==> src/source/sprite_pkg.sv <==
`default_nettype none

package sprite_pkg;

	// ##############################
	// widths
	// ##############################

	typedef logic [7:0] oam_coord_t;  // y, x, line or pixel number.
	typedef logic [5:0] oam_index_t;  // oam entry 0 to 39.
	typedef logic [3:0] slot_t;       // sprite slot 0 to 9.
	typedef logic [9:0] slot_mask_t;  // one bit per slot.
	typedef logic [3:0] sprite_row_t; // row inside a sprite, 0 to 15.

	// ##############################
	// constants
	// ##############################

	localparam int max_sprites = 10;
	localparam int oam_entries = 40;

	localparam slot_t last_slot = slot_t'(max_sprites - 1);

	// an entry with y value y covers line ly when ly + 16 - y lies in [0, height).
	localparam oam_coord_t y_offset = 8'd16;

	localparam oam_coord_t short_height = 8'd8;
	localparam oam_coord_t tall_height = 8'd16;

	// ##############################
	// scanner states
	// ##############################

	typedef enum logic [1:0] {
		idle,
		scanning,
		full
	} scan_state_t;

endpackage

`default_nettype wire

==> src/source/oam_scanner.sv <==
`timescale 1ns/1ps
`default_nettype none

module oam_scanner import sprite_pkg::*; (
	input  logic        clk,
	input  logic        arst_n,
	input  logic        line_start,
	input  oam_coord_t  ly,
	input  logic        tall_sprites,
	input  logic        oam_valid,
	input  oam_index_t  oam_index,
	input  oam_coord_t  oam_y,
	input  oam_coord_t  oam_x,
	output logic        store_en,
	output slot_t       store_slot,
	output oam_coord_t  store_x,
	output oam_index_t  store_index,
	output sprite_row_t store_row
);

	scan_state_t state;
	slot_t       slot_count;
	oam_coord_t  line_offset;
	oam_coord_t  height;
	logic        in_range;
	logic        take_entry;

	// ##############################
	// y range test
	// ##############################

	// the sum wraps in eight bits, so entries below the line land far above the height.
	assign line_offset = ly + y_offset - oam_y;
	assign height = tall_sprites ? tall_height : short_height;
	assign in_range = line_offset < height;

	// a line_start in the same cycle wins over the entry.
	assign take_entry = oam_valid && in_range && (state == scanning) && !line_start;

	// ##############################
	// slot allocation
	// ##############################

	always_ff @(posedge clk or negedge arst_n) begin
		if (!arst_n) begin
			state <= idle;
			slot_count <= '0;
			store_en <= 1'b0;
		end else if (line_start) begin
			state <= scanning;
			slot_count <= '0;
			store_en <= 1'b0;
		end else begin
			store_en <= take_entry;
			if (take_entry) begin
				slot_count <= slot_count + 1'b1;
				if (slot_count == last_slot)
					state <= full; // tenth sprite taken, the rest of the line is ignored.
			end
		end
	end

	// slots are handed out in arrival order.
	always_ff @(posedge clk) begin
		if (take_entry) begin
			store_slot <= slot_count;
			store_x <= oam_x;
			store_index <= oam_index;
			store_row <= sprite_row_t'(line_offset); // below 16 once in range.
		end
	end

	// ##############################
	// checks
	// ##############################

	slot_in_range: assert property (
		@(posedge clk) disable iff (!arst_n)
		store_en |-> store_slot < max_sprites
	);

	index_in_range: assert property (
		@(posedge clk) disable iff (!arst_n)
		oam_valid |-> oam_index < oam_entries
	);

endmodule

`default_nettype wire

==> src/source/sprite_x_matchers.sv <==
`timescale 1ns/1ps
`default_nettype none

module sprite_x_matchers import sprite_pkg::*; (
	input  logic       clk,
	input  logic       arst_n,
	input  logic       line_start,
	input  logic       store_en,
	input  slot_t      store_slot,
	input  oam_coord_t store_x,
	input  logic       clear_en,
	input  slot_t      clear_slot,
	input  logic       pixel_step,
	input  logic       pixel_hold,
	output slot_mask_t match_mask
);

	oam_coord_t slot_x [max_sprites];
	slot_mask_t slot_valid;
	slot_mask_t store_sel;
	slot_mask_t clear_sel;
	oam_coord_t pixel_x;

	// one select line per slot for writes and for clears.
	always_comb begin
		for (int i = 0; i < max_sprites; i++) begin
			store_sel[i] = store_en && (store_slot == slot_t'(i));
			clear_sel[i] = clear_en && (clear_slot == slot_t'(i));
		end
	end

	// ##############################
	// slot x registers
	// ##############################

	// each slot has its own clear, line_start drops them all.
	always_ff @(posedge clk or negedge arst_n) begin
		if (!arst_n) begin
			slot_valid <= '0;
		end else if (line_start) begin
			slot_valid <= '0;
		end else begin
			slot_valid <= (slot_valid | store_sel) & ~clear_sel;
		end
	end

	always_ff @(posedge clk) begin
		for (int i = 0; i < max_sprites; i++) begin
			if (store_sel[i])
				slot_x[i] <= store_x;
		end
	end

	// ##############################
	// pixel counter and compare
	// ##############################

	always_ff @(posedge clk or negedge arst_n) begin
		if (!arst_n) begin
			pixel_x <= '0;
		end else if (line_start) begin
			pixel_x <= '0;
		end else if (pixel_step && !pixel_hold) begin
			pixel_x <= pixel_x + 1'b1; // held while a match is still pending.
		end
	end

	always_comb begin
		for (int i = 0; i < max_sprites; i++)
			match_mask[i] = slot_valid[i] && (slot_x[i] == pixel_x);
	end

	// the priority stage only clears slots it has seen matching.
	clear_valid_slot: assert property (
		@(posedge clk) disable iff (!arst_n)
		clear_en |-> slot_valid[clear_slot]
	);

endmodule

`default_nettype wire

==> src/source/sprite_slot_store.sv <==
`timescale 1ns/1ps
`default_nettype none

module sprite_slot_store import sprite_pkg::*; (
	input  logic        clk,
	input  logic        arst_n,
	input  logic        store_en,
	input  slot_t       store_slot,
	input  oam_index_t  store_index,
	input  sprite_row_t store_row,
	input  slot_t       pick_slot,
	output oam_index_t  pick_index,
	output sprite_row_t pick_row
);

	oam_index_t  slot_index [max_sprites];
	sprite_row_t slot_row [max_sprites];

	// oam index and fetch row of every kept sprite.
	always_ff @(posedge clk or negedge arst_n) begin
		if (!arst_n) begin
			for (int i = 0; i < max_sprites; i++) begin
				slot_index[i] <= '0;
				slot_row[i] <= '0;
			end
		end else if (store_en) begin
			slot_index[store_slot] <= store_index;
			slot_row[store_slot] <= store_row;
		end
	end

	// read port for the priority stage, no register in the path.
	assign pick_index = slot_index[pick_slot];
	assign pick_row = slot_row[pick_slot];

endmodule

`default_nettype wire

==> src/source/sprite_match_priority.sv <==
`timescale 1ns/1ps
`default_nettype none

module sprite_match_priority import sprite_pkg::*; (
	input  logic        clk,
	input  logic        arst_n,
	input  logic        line_start,
	input  slot_mask_t  match_mask,
	input  oam_index_t  pick_index,
	input  sprite_row_t pick_row,
	output slot_t       pick_slot,
	output logic        clear_en,
	output slot_t       clear_slot,
	output logic        pixel_hold,
	output logic        sprite_hit,
	output oam_index_t  sprite_oam_index,
	output sprite_row_t sprite_row
);

	logic  any_match;
	slot_t hit_slot;

	assign any_match = |match_mask;

	// ##############################
	// lowest slot first
	// ##############################

	// walking down means the lowest set bit is written last.
	always_comb begin
		pick_slot = '0;
		for (int i = max_sprites - 1; i >= 0; i--) begin
			if (match_mask[i])
				pick_slot = slot_t'(i);
		end
	end

	// the reported slot drops out at the same edge that registers the hit.
	assign clear_en = any_match;
	assign clear_slot = pick_slot;
	assign pixel_hold = any_match; // keeps pixel_x on the pending x.

	// ##############################
	// hit output
	// ##############################

	always_ff @(posedge clk or negedge arst_n) begin
		if (!arst_n)
			sprite_hit <= 1'b0;
		else
			sprite_hit <= any_match && !line_start;
	end

	always_ff @(posedge clk) begin
		if (any_match) begin
			sprite_oam_index <= pick_index;
			sprite_row <= pick_row;
			hit_slot <= pick_slot;
		end
	end

	// a slot that was just reported must already be gone from the matchers.
	no_double_hit: assert property (
		@(posedge clk) disable iff (!arst_n)
		sprite_hit ##1 sprite_hit |-> hit_slot != $past(hit_slot)
	);

endmodule

`default_nettype wire

==> src/source/sprite_pipeline_top.sv <==
`timescale 1ns/1ps
`default_nettype none

module sprite_pipeline_top import sprite_pkg::*; (
	input  logic        clk,
	input  logic        arst_n,
	input  logic        line_start,
	input  oam_coord_t  ly,
	input  logic        tall_sprites,
	input  logic        oam_valid,
	input  oam_index_t  oam_index,
	input  oam_coord_t  oam_y,
	input  oam_coord_t  oam_x,
	input  logic        pixel_step,
	output logic        sprite_hit,
	output oam_index_t  sprite_oam_index,
	output sprite_row_t sprite_row,
	output logic        pixel_hold
);

	logic        store_en;
	slot_t       store_slot;
	oam_coord_t  store_x;
	oam_index_t  store_index;
	sprite_row_t store_row;
	slot_mask_t  match_mask;
	logic        clear_en;
	slot_t       clear_slot;
	slot_t       pick_slot;
	oam_index_t  pick_index;
	sprite_row_t pick_row;

	// ##############################
	// scan, match, pick
	// ##############################

	oam_scanner u_scanner (
		.clk(clk), .arst_n(arst_n), .line_start(line_start),
		.ly(ly), .tall_sprites(tall_sprites),
		.oam_valid(oam_valid), .oam_index(oam_index), .oam_y(oam_y), .oam_x(oam_x),
		.store_en(store_en), .store_slot(store_slot), .store_x(store_x),
		.store_index(store_index), .store_row(store_row)
	);

	sprite_x_matchers u_matchers (
		.clk(clk), .arst_n(arst_n), .line_start(line_start),
		.store_en(store_en), .store_slot(store_slot), .store_x(store_x),
		.clear_en(clear_en), .clear_slot(clear_slot),
		.pixel_step(pixel_step), .pixel_hold(pixel_hold),
		.match_mask(match_mask)
	);

	sprite_slot_store u_store (
		.clk(clk), .arst_n(arst_n),
		.store_en(store_en), .store_slot(store_slot),
		.store_index(store_index), .store_row(store_row),
		.pick_slot(pick_slot), .pick_index(pick_index), .pick_row(pick_row)
	);

	sprite_match_priority u_priority (
		.clk(clk), .arst_n(arst_n), .line_start(line_start),
		.match_mask(match_mask), .pick_index(pick_index), .pick_row(pick_row),
		.pick_slot(pick_slot), .clear_en(clear_en), .clear_slot(clear_slot),
		.pixel_hold(pixel_hold), .sprite_hit(sprite_hit),
		.sprite_oam_index(sprite_oam_index), .sprite_row(sprite_row)
	);

endmodule

`default_nettype wire

==> config.mk <==
export PLATFORM = sky130hd
export DESIGN_NAME = sprite_pipeline_top
export DESIGN_NICKNAME = d
export VERILOG_FILES = /design/src/source/sprite_pkg.sv /design/src/source/oam_scanner.sv /design/src/source/sprite_x_matchers.sv /design/src/source/sprite_slot_store.sv /design/src/source/sprite_match_priority.sv /design/src/source/sprite_pipeline_top.sv
export SDC_FILE = /design/constraint.sdc
export NUM_CORES = 1
export LEC_CHECK = 0
export BUFFER_PORTS_ARGS = -buffer_cell sky130_fd_sc_hd__buf_2
export CORE_MARGIN = 2
export CORE_UTILIZATION = 56
export DETAILED_ROUTE_END_ITERATION = 12
export PLACE_DENSITY = 0.79
export SLEW_MARGIN = 20
export SYNTH_ARGS = -nofsm -noshare
export SYNTH_HDL_FRONTEND = slang
export SYNTH_SLANG_ARGS = --single-unit
==> constraint.sdc <==
create_clock -name clk -period 2.6 [get_ports clk]
set_input_delay 0.26 -clock clk [delete_from_list [all_inputs] [get_ports clk]]
set_output_delay 0.26 -clock clk [all_outputs]
set_load 0.01 [all_outputs]
Word-level counts from Yosys, hierarchy flattened:

Memory sizes are Yosys's and may differ from the RTL's.
Cells that the tools add are included.

* add/sub/neg operators: 4
* magnitude comparators: 4
* equal/unequal tests: 30
* muxes and demuxes: 79
* bitwise logic cells: 5
* reduce and logical (&&, ||, !) cells: 54

Operator list (number)
* 4-bit 2-to-1 mux: 24
* 8-bit 2-to-1 mux: 11
* 8-bit equality test: 10
* 8-bit OR reduction: 9
* 60-bit bitwise mux: 1
* 40-bit bitwise mux: 1
* 1-bit logical AND: 36
* 4-bit by 3-bit equality test with 1-bit output (second input constant): 8
* 1-bit 2-to-1 mux: 30
* 6-bit binary-select mux with 4-bit select: 1
* 6-bit demux with 4-bit select: 1
* 4-bit equality test (second input constant): 5
* 6-bit 2-to-1 mux: 3
* 4-bit binary-select mux with 4-bit select: 1
* 4-bit demux with 4-bit select: 1
* 4-bit by 2-bit equality test with 1-bit output (second input constant): 4
* 10-bit bitwise AND: 1
* 5-bit >= comparator (second input constant): 2
* 10-bit 2-to-1 mux: 1
* 10-bit NOT: 1
* 4-bit NOT with 5-bit output: 2
* 10-bit bitwise OR: 1
* 10-bit OR reduction: 1
* 8-bit by 1-bit adder with 8-bit output (second input constant): 1
* other kinds (13): 20

* register bits: 158
* RAM bits: 80
* output and inout port bits: 12
* word-level logic and storage cells: 209
* memories kept: 1

Memories
* u_matchers.slot_x: depth 10, width 8, rd ports 10, clocked after Yosys merged registers in 0, write ports 1, line sprite_x_matchers.sv:18 `oam_coord_t slot_x [max_sprites];`

Longest topological paths before layout:

Gate-level depths: netlist of the first run.
An unclocked memory read counts as a cell.

* depth after elaboration: 18
* gate-level depth with buffers: 16
* depth with buffers taken out: 15

Hierarchy:

Synthesis of the first run repeated with hierarchy kept, for this count alone.

* cells, all modules: 772
* area, all modules: 10930.5 um^2

By module, submodules not included
* sprite_slot_store: times used 1, cells each 323, area an instance 4712.0 um^2, sequential area each 2502.4 um^2
* sprite_x_matchers: times used 1, cells each 304, area an instance 4267.8 um^2, sequential area each 2852.7 um^2
* oam_scanner: times used 1, cells each 111, area an instance 1468.9 um^2, sequential area each 835.8 um^2
* sprite_match_priority: times used 1, cells each 34, area an instance 481.7 um^2, sequential area each 325.3 um^2

Least setup slack after synthesis of the first run:

OpenSTA, ideal clock, no wires.

* path type: in2reg
* start point: input port oam_y[1]
* end point: register u_scanner.store_index[0], enable pin
* library setup time: 402 ps
* arrival time: 2978 ps
* setup slack: -780 ps
* stages: 11
* buffers on the path: 0
* path through: inv_1 ha_1 ha_1 fa_1 a21o_1 a21oi_1 o21bai_1 a21oi_1 xnor2_1 nand3_1 nor2_1

* longest elaborated chain between the ends: 5

RTL lines
* start: declaration: line sprite_pipeline_top.sv:12 `input oam_coord_t oam_y,`
* 8-bit subtractor: line oam_scanner.sv:33 `assign line_offset = ly + y_offset - oam_y;`
* 8-bit < comparator: line oam_scanner.sv:35 `assign in_range = line_offset < height;`
* 1-bit logical AND (3 in a row): line oam_scanner.sv:38 `assign take_entry = oam_valid && in_range && (state == scanning) && !line_start;`
* named net u_scanner.take_entry: line oam_scanner.sv:26 `logic take_entry;`
* end signal: assignment: line oam_scanner.sv:68 `store_index <= oam_index;`
* end: declaration: line oam_scanner.sv:17 `output oam_index_t store_index,`

The timed path passes the listed nets, and every way through them passes these cells.
A chain may end at the register's enable or synchronous reset.

Final worst setup path of the first run:

* start point: register u_matchers.pixel_x[6]
* end point: register u_priority.sprite_row[1], data pin

* longest elaborated chain between the ends: 16
* elaborated cells between the ends (all ways): 34
* classes of those cells: eq/ne (10); mux (13); bitwise (1); reduce/logical (10)

RTL lines
* start: declaration: line sprite_x_matchers.sv:22 `oam_coord_t pixel_x;`
* start signal: assignment: line sprite_x_matchers.sv:64 `pixel_x <= pixel_x + 1'b1;`
* 8-bit equality test: line sprite_x_matchers.sv:70 `match_mask[i] = slot_valid[i] && (slot_x[i] == pixel_x);`
* 1-bit logical AND: line sprite_x_matchers.sv:70
* 4-bit 2-to-1 mux (9 in a row): line sprite_match_priority.sv:33 `if (match_mask[i])`
* 4-bit 2-to-1 mux (*): line sprite_match_priority.sv:33
* 4-bit NOT with 5-bit output (not written as such) (*): line sprite_slot_store.sv:34 `assign pick_row = slot_row[pick_slot];`
* 4-bit binary-select mux with 4-bit select (*): line sprite_slot_store.sv:34
* 4-bit 2-to-1 mux (not written as such) (*) (2 in a row): line sprite_slot_store.sv:34
* named net pick_row[1]: line sprite_pipeline_top.sv:31 `sprite_row_t pick_row;`
* end signal: assignment: line sprite_match_priority.sv:57 `sprite_row <= pick_row;`
* end: declaration: line sprite_match_priority.sv:17 `output sprite_row_t sprite_row`

Mark *: on every way through the listed nets, which the timed path passes. The rest lies on a longest branch. The select of a mux whose other input is x is not followed.

==> impl_metrics.yaml, run 1 <==
status:
  status: "complete, but fails checks"
  violations: "negative setup slack"
logic_synthesis:
  ys_seq_elements: 238
  synth_area_per_cell_um2: 13.22
  synthAdderAreaFrac_pct: 2.093
  synth_top_family_by_area: "multiplexers"
  synth_area_um2: 11120
  yosysSeqAreaShare_pct: 58.60
  synth_nets: 895
  yosys.area_share.simple_pct: 10.36
  ys_top_cells_by_area: "edfxtp_1 (30%), dfrtp_1 (28%), mux2_2 (10%), xnor2_1 (5.8%), ha_1 (1.9%)"
  synth.area.mux_share_pct: 11.30
  synth_compound_area_share_pct: 6.538
  synth_largest_area_cell: "edfxtp_1"
  synth_edf_count: 112
  yosysWarnings: 0
  async_reset_ff_share_pct: 52.94
  yosys.area.top_type_share_pct: 30.25
  netlist_instances: 841
  yosysUniqueCellTypes: 64
  synth_xor_area_share_pct: 7.910
  synthFlopType: "dfrtp_1"
sta:
  min_period_ps: 3025
  maxSlewHeadroom_pct: 49.54
  finalCritPeriodShare_pct: 116.3
  slew_viol_final: 0
  worst_pin_slew_ps: 751.2
  finalHoldViolations: 0
  setup_viol: 21
  rsz0062_at_grt: "true"
  fin_ws_ps: -425.1
  finClkSkew_ps: 10.33
  whs_ps: 131.6
  fmax_mhz: 330.6
power:
  internal-power_mw: 6.326
  leakagePower_nw: 6.072
  p_sw_share_pct: 21.78
  power_density_nw_per_um2: 560.8
  power.share.clock_pct: 44.6
  peakVddDrop_uv: 527.2
  comb_power_share_pct: 5.4
  seq_power_share_pct: 50.1
  p_switching_mw: 1.762
die:
  die_h_um: 144.9
  ios: 48
  row_count: 51
  dieArea_um2: 21000
  start_util_pct: 57.13
  die_w_um: 144.9
  core-area_um2: 19460
global_route:
  grt_pass1_vias: 8152
  antenna_found_initial: 0
  grt_max_degree: 54
  grt_pass1_wl_um: 44350
  overflow: 0
  grt_use_total_pct: 27.01
critical_path:
  r2r_start: "u_matchers.pixel_x[6]$_DFFE_PN0P_"
  worstSetupStartpoint: "u_matchers.pixel_x[6]$_DFFE_PN0P_"
  cp_cell_sequence: "buf_4, xnor2_2, buf_4, nand4_1, nor3_1, nor2_1, a221oi_4, buf_12, mux2i_4, nor2b_1, or3_1"
  crit_path_max_fanout: 7
  end_kind: "flop"
  required_ps: 2870
  cpPeakStageDelay_ps: 500
  start_kind: "flop"
  cp.arrival_ps: 3290
  worst_path_max_delay_cell: "dfrtp_2"
  crit_type: "reg2reg"
  worst_path_most_repeated_cell: "buf_4"
cts:
  cts_made_buffers: 25
  clock_path_buffers: 3
  cts_root_buf: "clkbuf_16"
  cts_sinks: 238
  cts-htree-levels: 1
  clock_latency_ps: 530
  cts_tree: "yes"
  cts.clk_slew.worst_paths_ps: 60
placement:
  dp.cells: 1221
  place.gp.congestion: 0.8984
  dp.final_hpwl_um: 18400
  post-place-ws_ps: -524.6
  portBuffers: 47
layout:
  syn_to_final_growth_pct: 29.71
  n_antenna_cell: 0
  final_cells: 1307
  drive_gt1_share_pct: 45.11
  nets: 1077
route:
  drtAntennaViolNets: 0
  firstDrtPassIters: 5
  drcViolationCount: 0
  vias: 7922
  drtIter0Drc: 814
  routed_via_density: 6.061
  drt-total-wl_um: 30070
  routedWlPerCell_um: 23.01
hold_path:
  hp-start: "oam_y[0]"
  hold_class: "in2reg"
run:
  cap_violations: 0
[routing by layer]
metal	track usage (%)	share of wire (%)	vias up	wire, um
met5	0	0	-	0
met4	12.48	5.1	0	1523
met3	3.648	6.1	125	1821
met2	45.07	49	377	14880
met1	35.40	39	3972	11840
li1	-	-	3448	-
[synthesized netlist by cell type, drive strengths merged (9+ instances only)]
master	count
ha	17
nand3	32
xnor2	78
nor2	49
xor2	19
inv	19
or4	9
nor3	37
a211oi	9
mux2	108
nand2	36
buf	21
o221ai	13
dfrtp	126
edfxtp	112
clkbuf	25
nand4	16
o21ai	17
a21oi	12
[cell usage in the layout, fill, tap and decap left out, drive strengths merged, types with 8 or more instances in the layout]
master / n
a211oi: 9
a21oi: 12
buf: 184
clkbuf: 34
clkinv: 8
dfrtp: 126
dlygate4sd3: 15
edfxtp: 112
ha: 17
inv: 20
mux2: 108
nand2: 36
nand3: 32
nand4: 16
nor2: 49
nor3: 37
o21ai: 17
o221ai: 13
or4: 9
xnor2: 78
xor2: 19
[power groups by stage]
| stage | logic, mW | clock network (mW) | registers, mW |
|---|---|---|---|
| detailed placement | 0.403 | 0 | 4.12 |
| floorplan | 0.234 | 0 | 4.10 |
| CTS | 0.430 | 3.61 | 4.04 |
| global placement | 0.391 | 0 | 4.11 |
| global route | 0.484 | 3.79 | 4.05 |
| finish | 0.436 | 3.60 | 4.05 |
[critical path: cells and delay by family, from the launching register on]
family / cells / cell delay, ps
and+or+nand+nor: 5 / 970
buffers and inverters: 3 / 510
AOI/OAI and AO/OA: 1 / 310
DFF: 1 / 500
xor gates and xnor gates: 1 / 230
muxes: 1 / 230
[registers in the layout (all words and copies together) (netlist names)]
name / count
u_store.slot_row: 40
u_priority.sprite_row: 4
u_matchers.slot_valid: 10
u_priority.sprite_oam_index: 6
u_scanner.state: 2
u_scanner.store_x: 8
u_scanner.slot_count: 4
u_scanner.store_slot: 4
u_store.slot_index: 60
u_matchers.pixel_x: 8
u_scanner.store_en: 1
u_priority.sprite_hit: 1
u_scanner.store_index: 6
u_scanner.store_row: 4
u_matchers.slot_x: 80
[stage by stage]
step | area, um^2 | setup TNS [ps] | power, mW | utilization (%)
finish | 14420 | -5071 | 8.088 | 74.10
global route | 14420 | -7035 | 8.328 | 74.10
CTS | 13990 | -3583 | 8.084 | 71.87
detailed placement | 12590 | -16870 | 4.521 | 64.71
global placement | 12590 | -16390 | 4.505 | 64.71
floorplan | 11330 | -2862 | 4.331 | -
[final timing paths]
path | end | slack, ps | cells past startpoint
hold / removal | u_scanner.store_row[0]$_DFFE_PP_ | 130 | 3
setup reg to reg | u_priority.sprite_row[1]$_DFFE_PP_ | -430 | 11
max in group asynchronous | u_store.slot_index[28]$_DFFE_PN0P_ | 1560 | 3
setup / recovery | u_priority.sprite_row[1]$_DFFE_PP_ | -430 | 11
min in group asynchronous | u_matchers.pixel_x[7]$_DFFE_PN0P_ | 280 | 2
hold reg to reg | u_scanner.state[0]$_DFFE_PN0P_ | 490 | 1
[cell families (layout without fill, tap and decap cells)]
kind of cell    Yosys count  after routing
fa+ha+maj                18             18
xor+xnor                 97             97
simple gates            218            218
compound gates           93             93
flops                   238            238
buf+inv                  65            266
mux                     112            112
[timing repair]
| item | in CTS | in global routing |
|---|---|---|
| resized for setup | 66 | 59 |
| gates cloned | 0 | 2 |
| setup buffers | 15 | 10 |
| pin swaps | 25 | 19 |
| setup endpoints to repair | 35 | 25 |
| hold buffers | 15 | 0 |
| endpoints found under the hold margin | 54 | 0 |
[final cells by class]
| class | count | area [um^2] |
|---|---|---|
| timing repair buffer | 201 | 1679 |
| sequential | 238 | 6523 |
| inverter | 19 | 83.83 |
| fill | 1122 | 5040 |
| clock buffer | 32 | 661.9 |
| multi-input combinational | 538 | 4981 |
| tap | 265 | 331.6 |
| clock inverter | 14 | 162.7 |
Note: power is estimated with default switching activity, not from simulation.
==> inputs of run 2 (changes only) <==
--- a/config.mk
+++ b/config.mk
@@ -7,9 +7,9 @@
 export LEC_CHECK = 0
 export BUFFER_PORTS_ARGS = -buffer_cell sky130_fd_sc_hd__buf_2
 export CORE_MARGIN = 2
-export CORE_UTILIZATION = 56
+export CORE_UTILIZATION = 55
 export DETAILED_ROUTE_END_ITERATION = 12
-export PLACE_DENSITY = 0.79
+export PLACE_DENSITY = 0.78
 export SLEW_MARGIN = 20
 export SYNTH_ARGS = -nofsm -noshare
 export SYNTH_HDL_FRONTEND = slang
==> run 2 against run 1 <==
Net effect:
- the run still ends with negative setup slack left
- sequential power is essentially flat
- register-to-register slack lost 130 ps
- final cell count grew 1.4%
- via count shrank 1.1%
==> impl_metrics.yaml, run 2 (same netlist as run 1, synthesis figures left out) <==
sta:
  min_period_ps: 3156
  fmax_mhz: 316.8
  finClkSkew_ps: 25.84
  rsz0062_at_grt: "true"
  fin_ws_ps: -556.3
  finalCritPeriodShare_pct: 121.4
  timing.setup.tns_ps: -7434
  finalHoldViolations: 0
  maxSlewHeadroom_pct: 53.33
  worst_pin_slew_ps: 700.0
  slew_viol_final: 0
  setup_viol: 33
critical_path:
  crit_type: "reg2reg"
  end_kind: "flop"
  cp.arrival_ps: 3450
  worst_path_max_delay_cell: "dfrtp_2"
  crit_path_max_fanout: 5
  cp_cell_sequence: "buf_6, buf_6, xnor2_4, nand4_1, or3_4, nand2_1, a21oi_2, buf_4, nor4b_1, nor3_1, or3_1"
  required_ps: 2890
  cpPeakStageDelay_ps: 470
  start_kind: "flop"
  worst_path_most_repeated_cell: "buf_6"
layout:
  n_antenna_cell: 0
  regArea_um2: 6523
  largest_reg_flops: 80
  final_common_cell: "dfrtp_1"
  finalCoreUtilization_pct: 72.37
  syn_to_final_growth_pct: 30.42
  drive_gt1_share_pct: 44.08
  multi_input_area_um2: 4935
  final_cells: 1325
  reg_top3: "u_matchers.slot_x: 80 flops, u_store.slot_index: 60 flops, u_store.slot_row: 40 flops"
  nets: 1090
  largest_register: "u_matchers.slot_x"
  nFillCells: 1335
  final_cell_mix: "dfrtp_1 (121), buf_4 (115), edfxtp_1 (112), mux2_2 (102), xnor2_1 (47)"
power:
  power_density_nw_per_um2: 557.7
  seq_power_share_pct: 50.1
  power_mw: 8.087
  internal-power_mw: 6.339
  peakVddDrop_uv: 653.5
  p_sw_share_pct: 21.61
  power.share.clock_pct: 44.3
  p_switching_mw: 1.748
  comb_power_share_pct: 5.6
  leakagePower_nw: 6.083
route:
  drtIter0Drc: 670
  drtAntennaViolNets: 0
  routedWlPerCell_um: 22.29
  vias: 7832
  firstDrtPassIters: 7
  drt-total-wl_um: 29540
  drcViolationCount: 0
  routed_via_density: 5.911
cts:
  cts_tree: "yes"
  cts_made_buffers: 25
  cts.clk_slew.worst_paths_ps: 60
  cts-htree-levels: 1
  cts_root_buf: "clkbuf_16"
  cts_sinks: 238
  clock_path_buffers: 3
  clock_latency_ps: 550
die:
  ios: 48
  die_h_um: 146.2
  die_w_um: 146.2
  row_count: 52
  core-area_um2: 20040
  start_util_pct: 55.49
  dieArea_um2: 21370
placement:
  portBuffers: 47
  dp.cells: 1238
  dp.final_hpwl_um: 18240
  post-place-ws_ps: -554.6
  place.gp.congestion: 0.9438
status:
  status: "complete, but fails checks"
  violations: "negative setup slack"
global_route:
  overflow: 0
  grt_use_total_pct: 26.87
  antenna_found_initial: 0
  grt_pass1_wl_um: 44460
  grt_max_degree: 46
  grt_pass1_vias: 8078
hold_path:
  hold_class: "in2reg"
run:
  cap_violations: 0
[run 2: power groups by stage]
stage / combinational (mW) / sequential (mW) / clock (mW)
after global routing: 0.500 / 4.05 / 3.76
after floorplan: 0.234 / 4.10 / 0
after CTS: 0.440 / 4.05 / 3.62
final: 0.453 / 4.05 / 3.58
after detailed placement: 0.396 / 4.12 / 0
after global placement: 0.380 / 4.12 / 0
[run 2: worst max-delay path, delay by kind of cell (launching register included)]
family	cells	cell delay [ps]
simple gates	6	1680
buf+inv	3	470
compound gates	1	100
xor+xnor	1	180
flops	1	470
[run 2: path summary, 6_finish.rpt]
check	start	to	slack, ps	cells after the start
worst min register to register	u_scanner.state[0]$_DFFE_PN0P_	u_scanner.state[0]$_DFFE_PN0P_	490	1
min in group asynchronous	arst_n	u_matchers.slot_valid[9]$_DFF_PN0_	310	2
max in group asynchronous	arst_n	u_store.slot_index[11]$_DFFE_PN0P_	1540	3
worst min-delay path	oam_y[0]	u_scanner.store_row[0]$_DFFE_PP_	90	3
worst max-delay path	u_matchers.pixel_x[5]$_DFFE_PN0P_	u_priority.sprite_row[1]$_DFFE_PP_	-560	11
worst max register to register	u_matchers.pixel_x[5]$_DFFE_PN0P_	u_priority.sprite_row[1]$_DFFE_PP_	-560	11
[run 2: per-stage QoR]
stage / hold WS, ps / cell area, um^2
2_1_floorplan: -35.59 / 11330
3_3_place_gp: 324.3 / 12680
6_report: 88.45 / 14500
5_1_grt: 97.58 / 14500
4_1_cts: 81.31 / 14100
3_5_place_dp: 328.7 / 12680
[run 2: routing by layer]
metal  vias to the layer above  track usage [%]  routed length, um
met2                       298            45.75              15080
met4                         0            13.59               1440
met5                         -                0                  0
li1                       3479                -                  -
met3                       100            3.969               1451
met1                      3955            33.74              11570
[run 2: timing repair]
item | 4_1_cts | 5_1_grt
pin swaps | 17 | 14
gates resized for setup | 50 | 66
endpoints found under the hold margin | 56 | 0
cloned | 1 | 0
endpoints found under the setup margin | 34 | 34
hold buffers | 15 | 0
setup buffers | 20 | 8
[run 2: area by class of cell]
class                      instances  area share, %
clock buffer                      39          5.237
timing repair buffer             214          12.29
multi-input combinational        538          34.03
inverter                          19         0.6212
sequential                       238          44.98
clock inverter                     7         0.5177
tap                              270          2.330
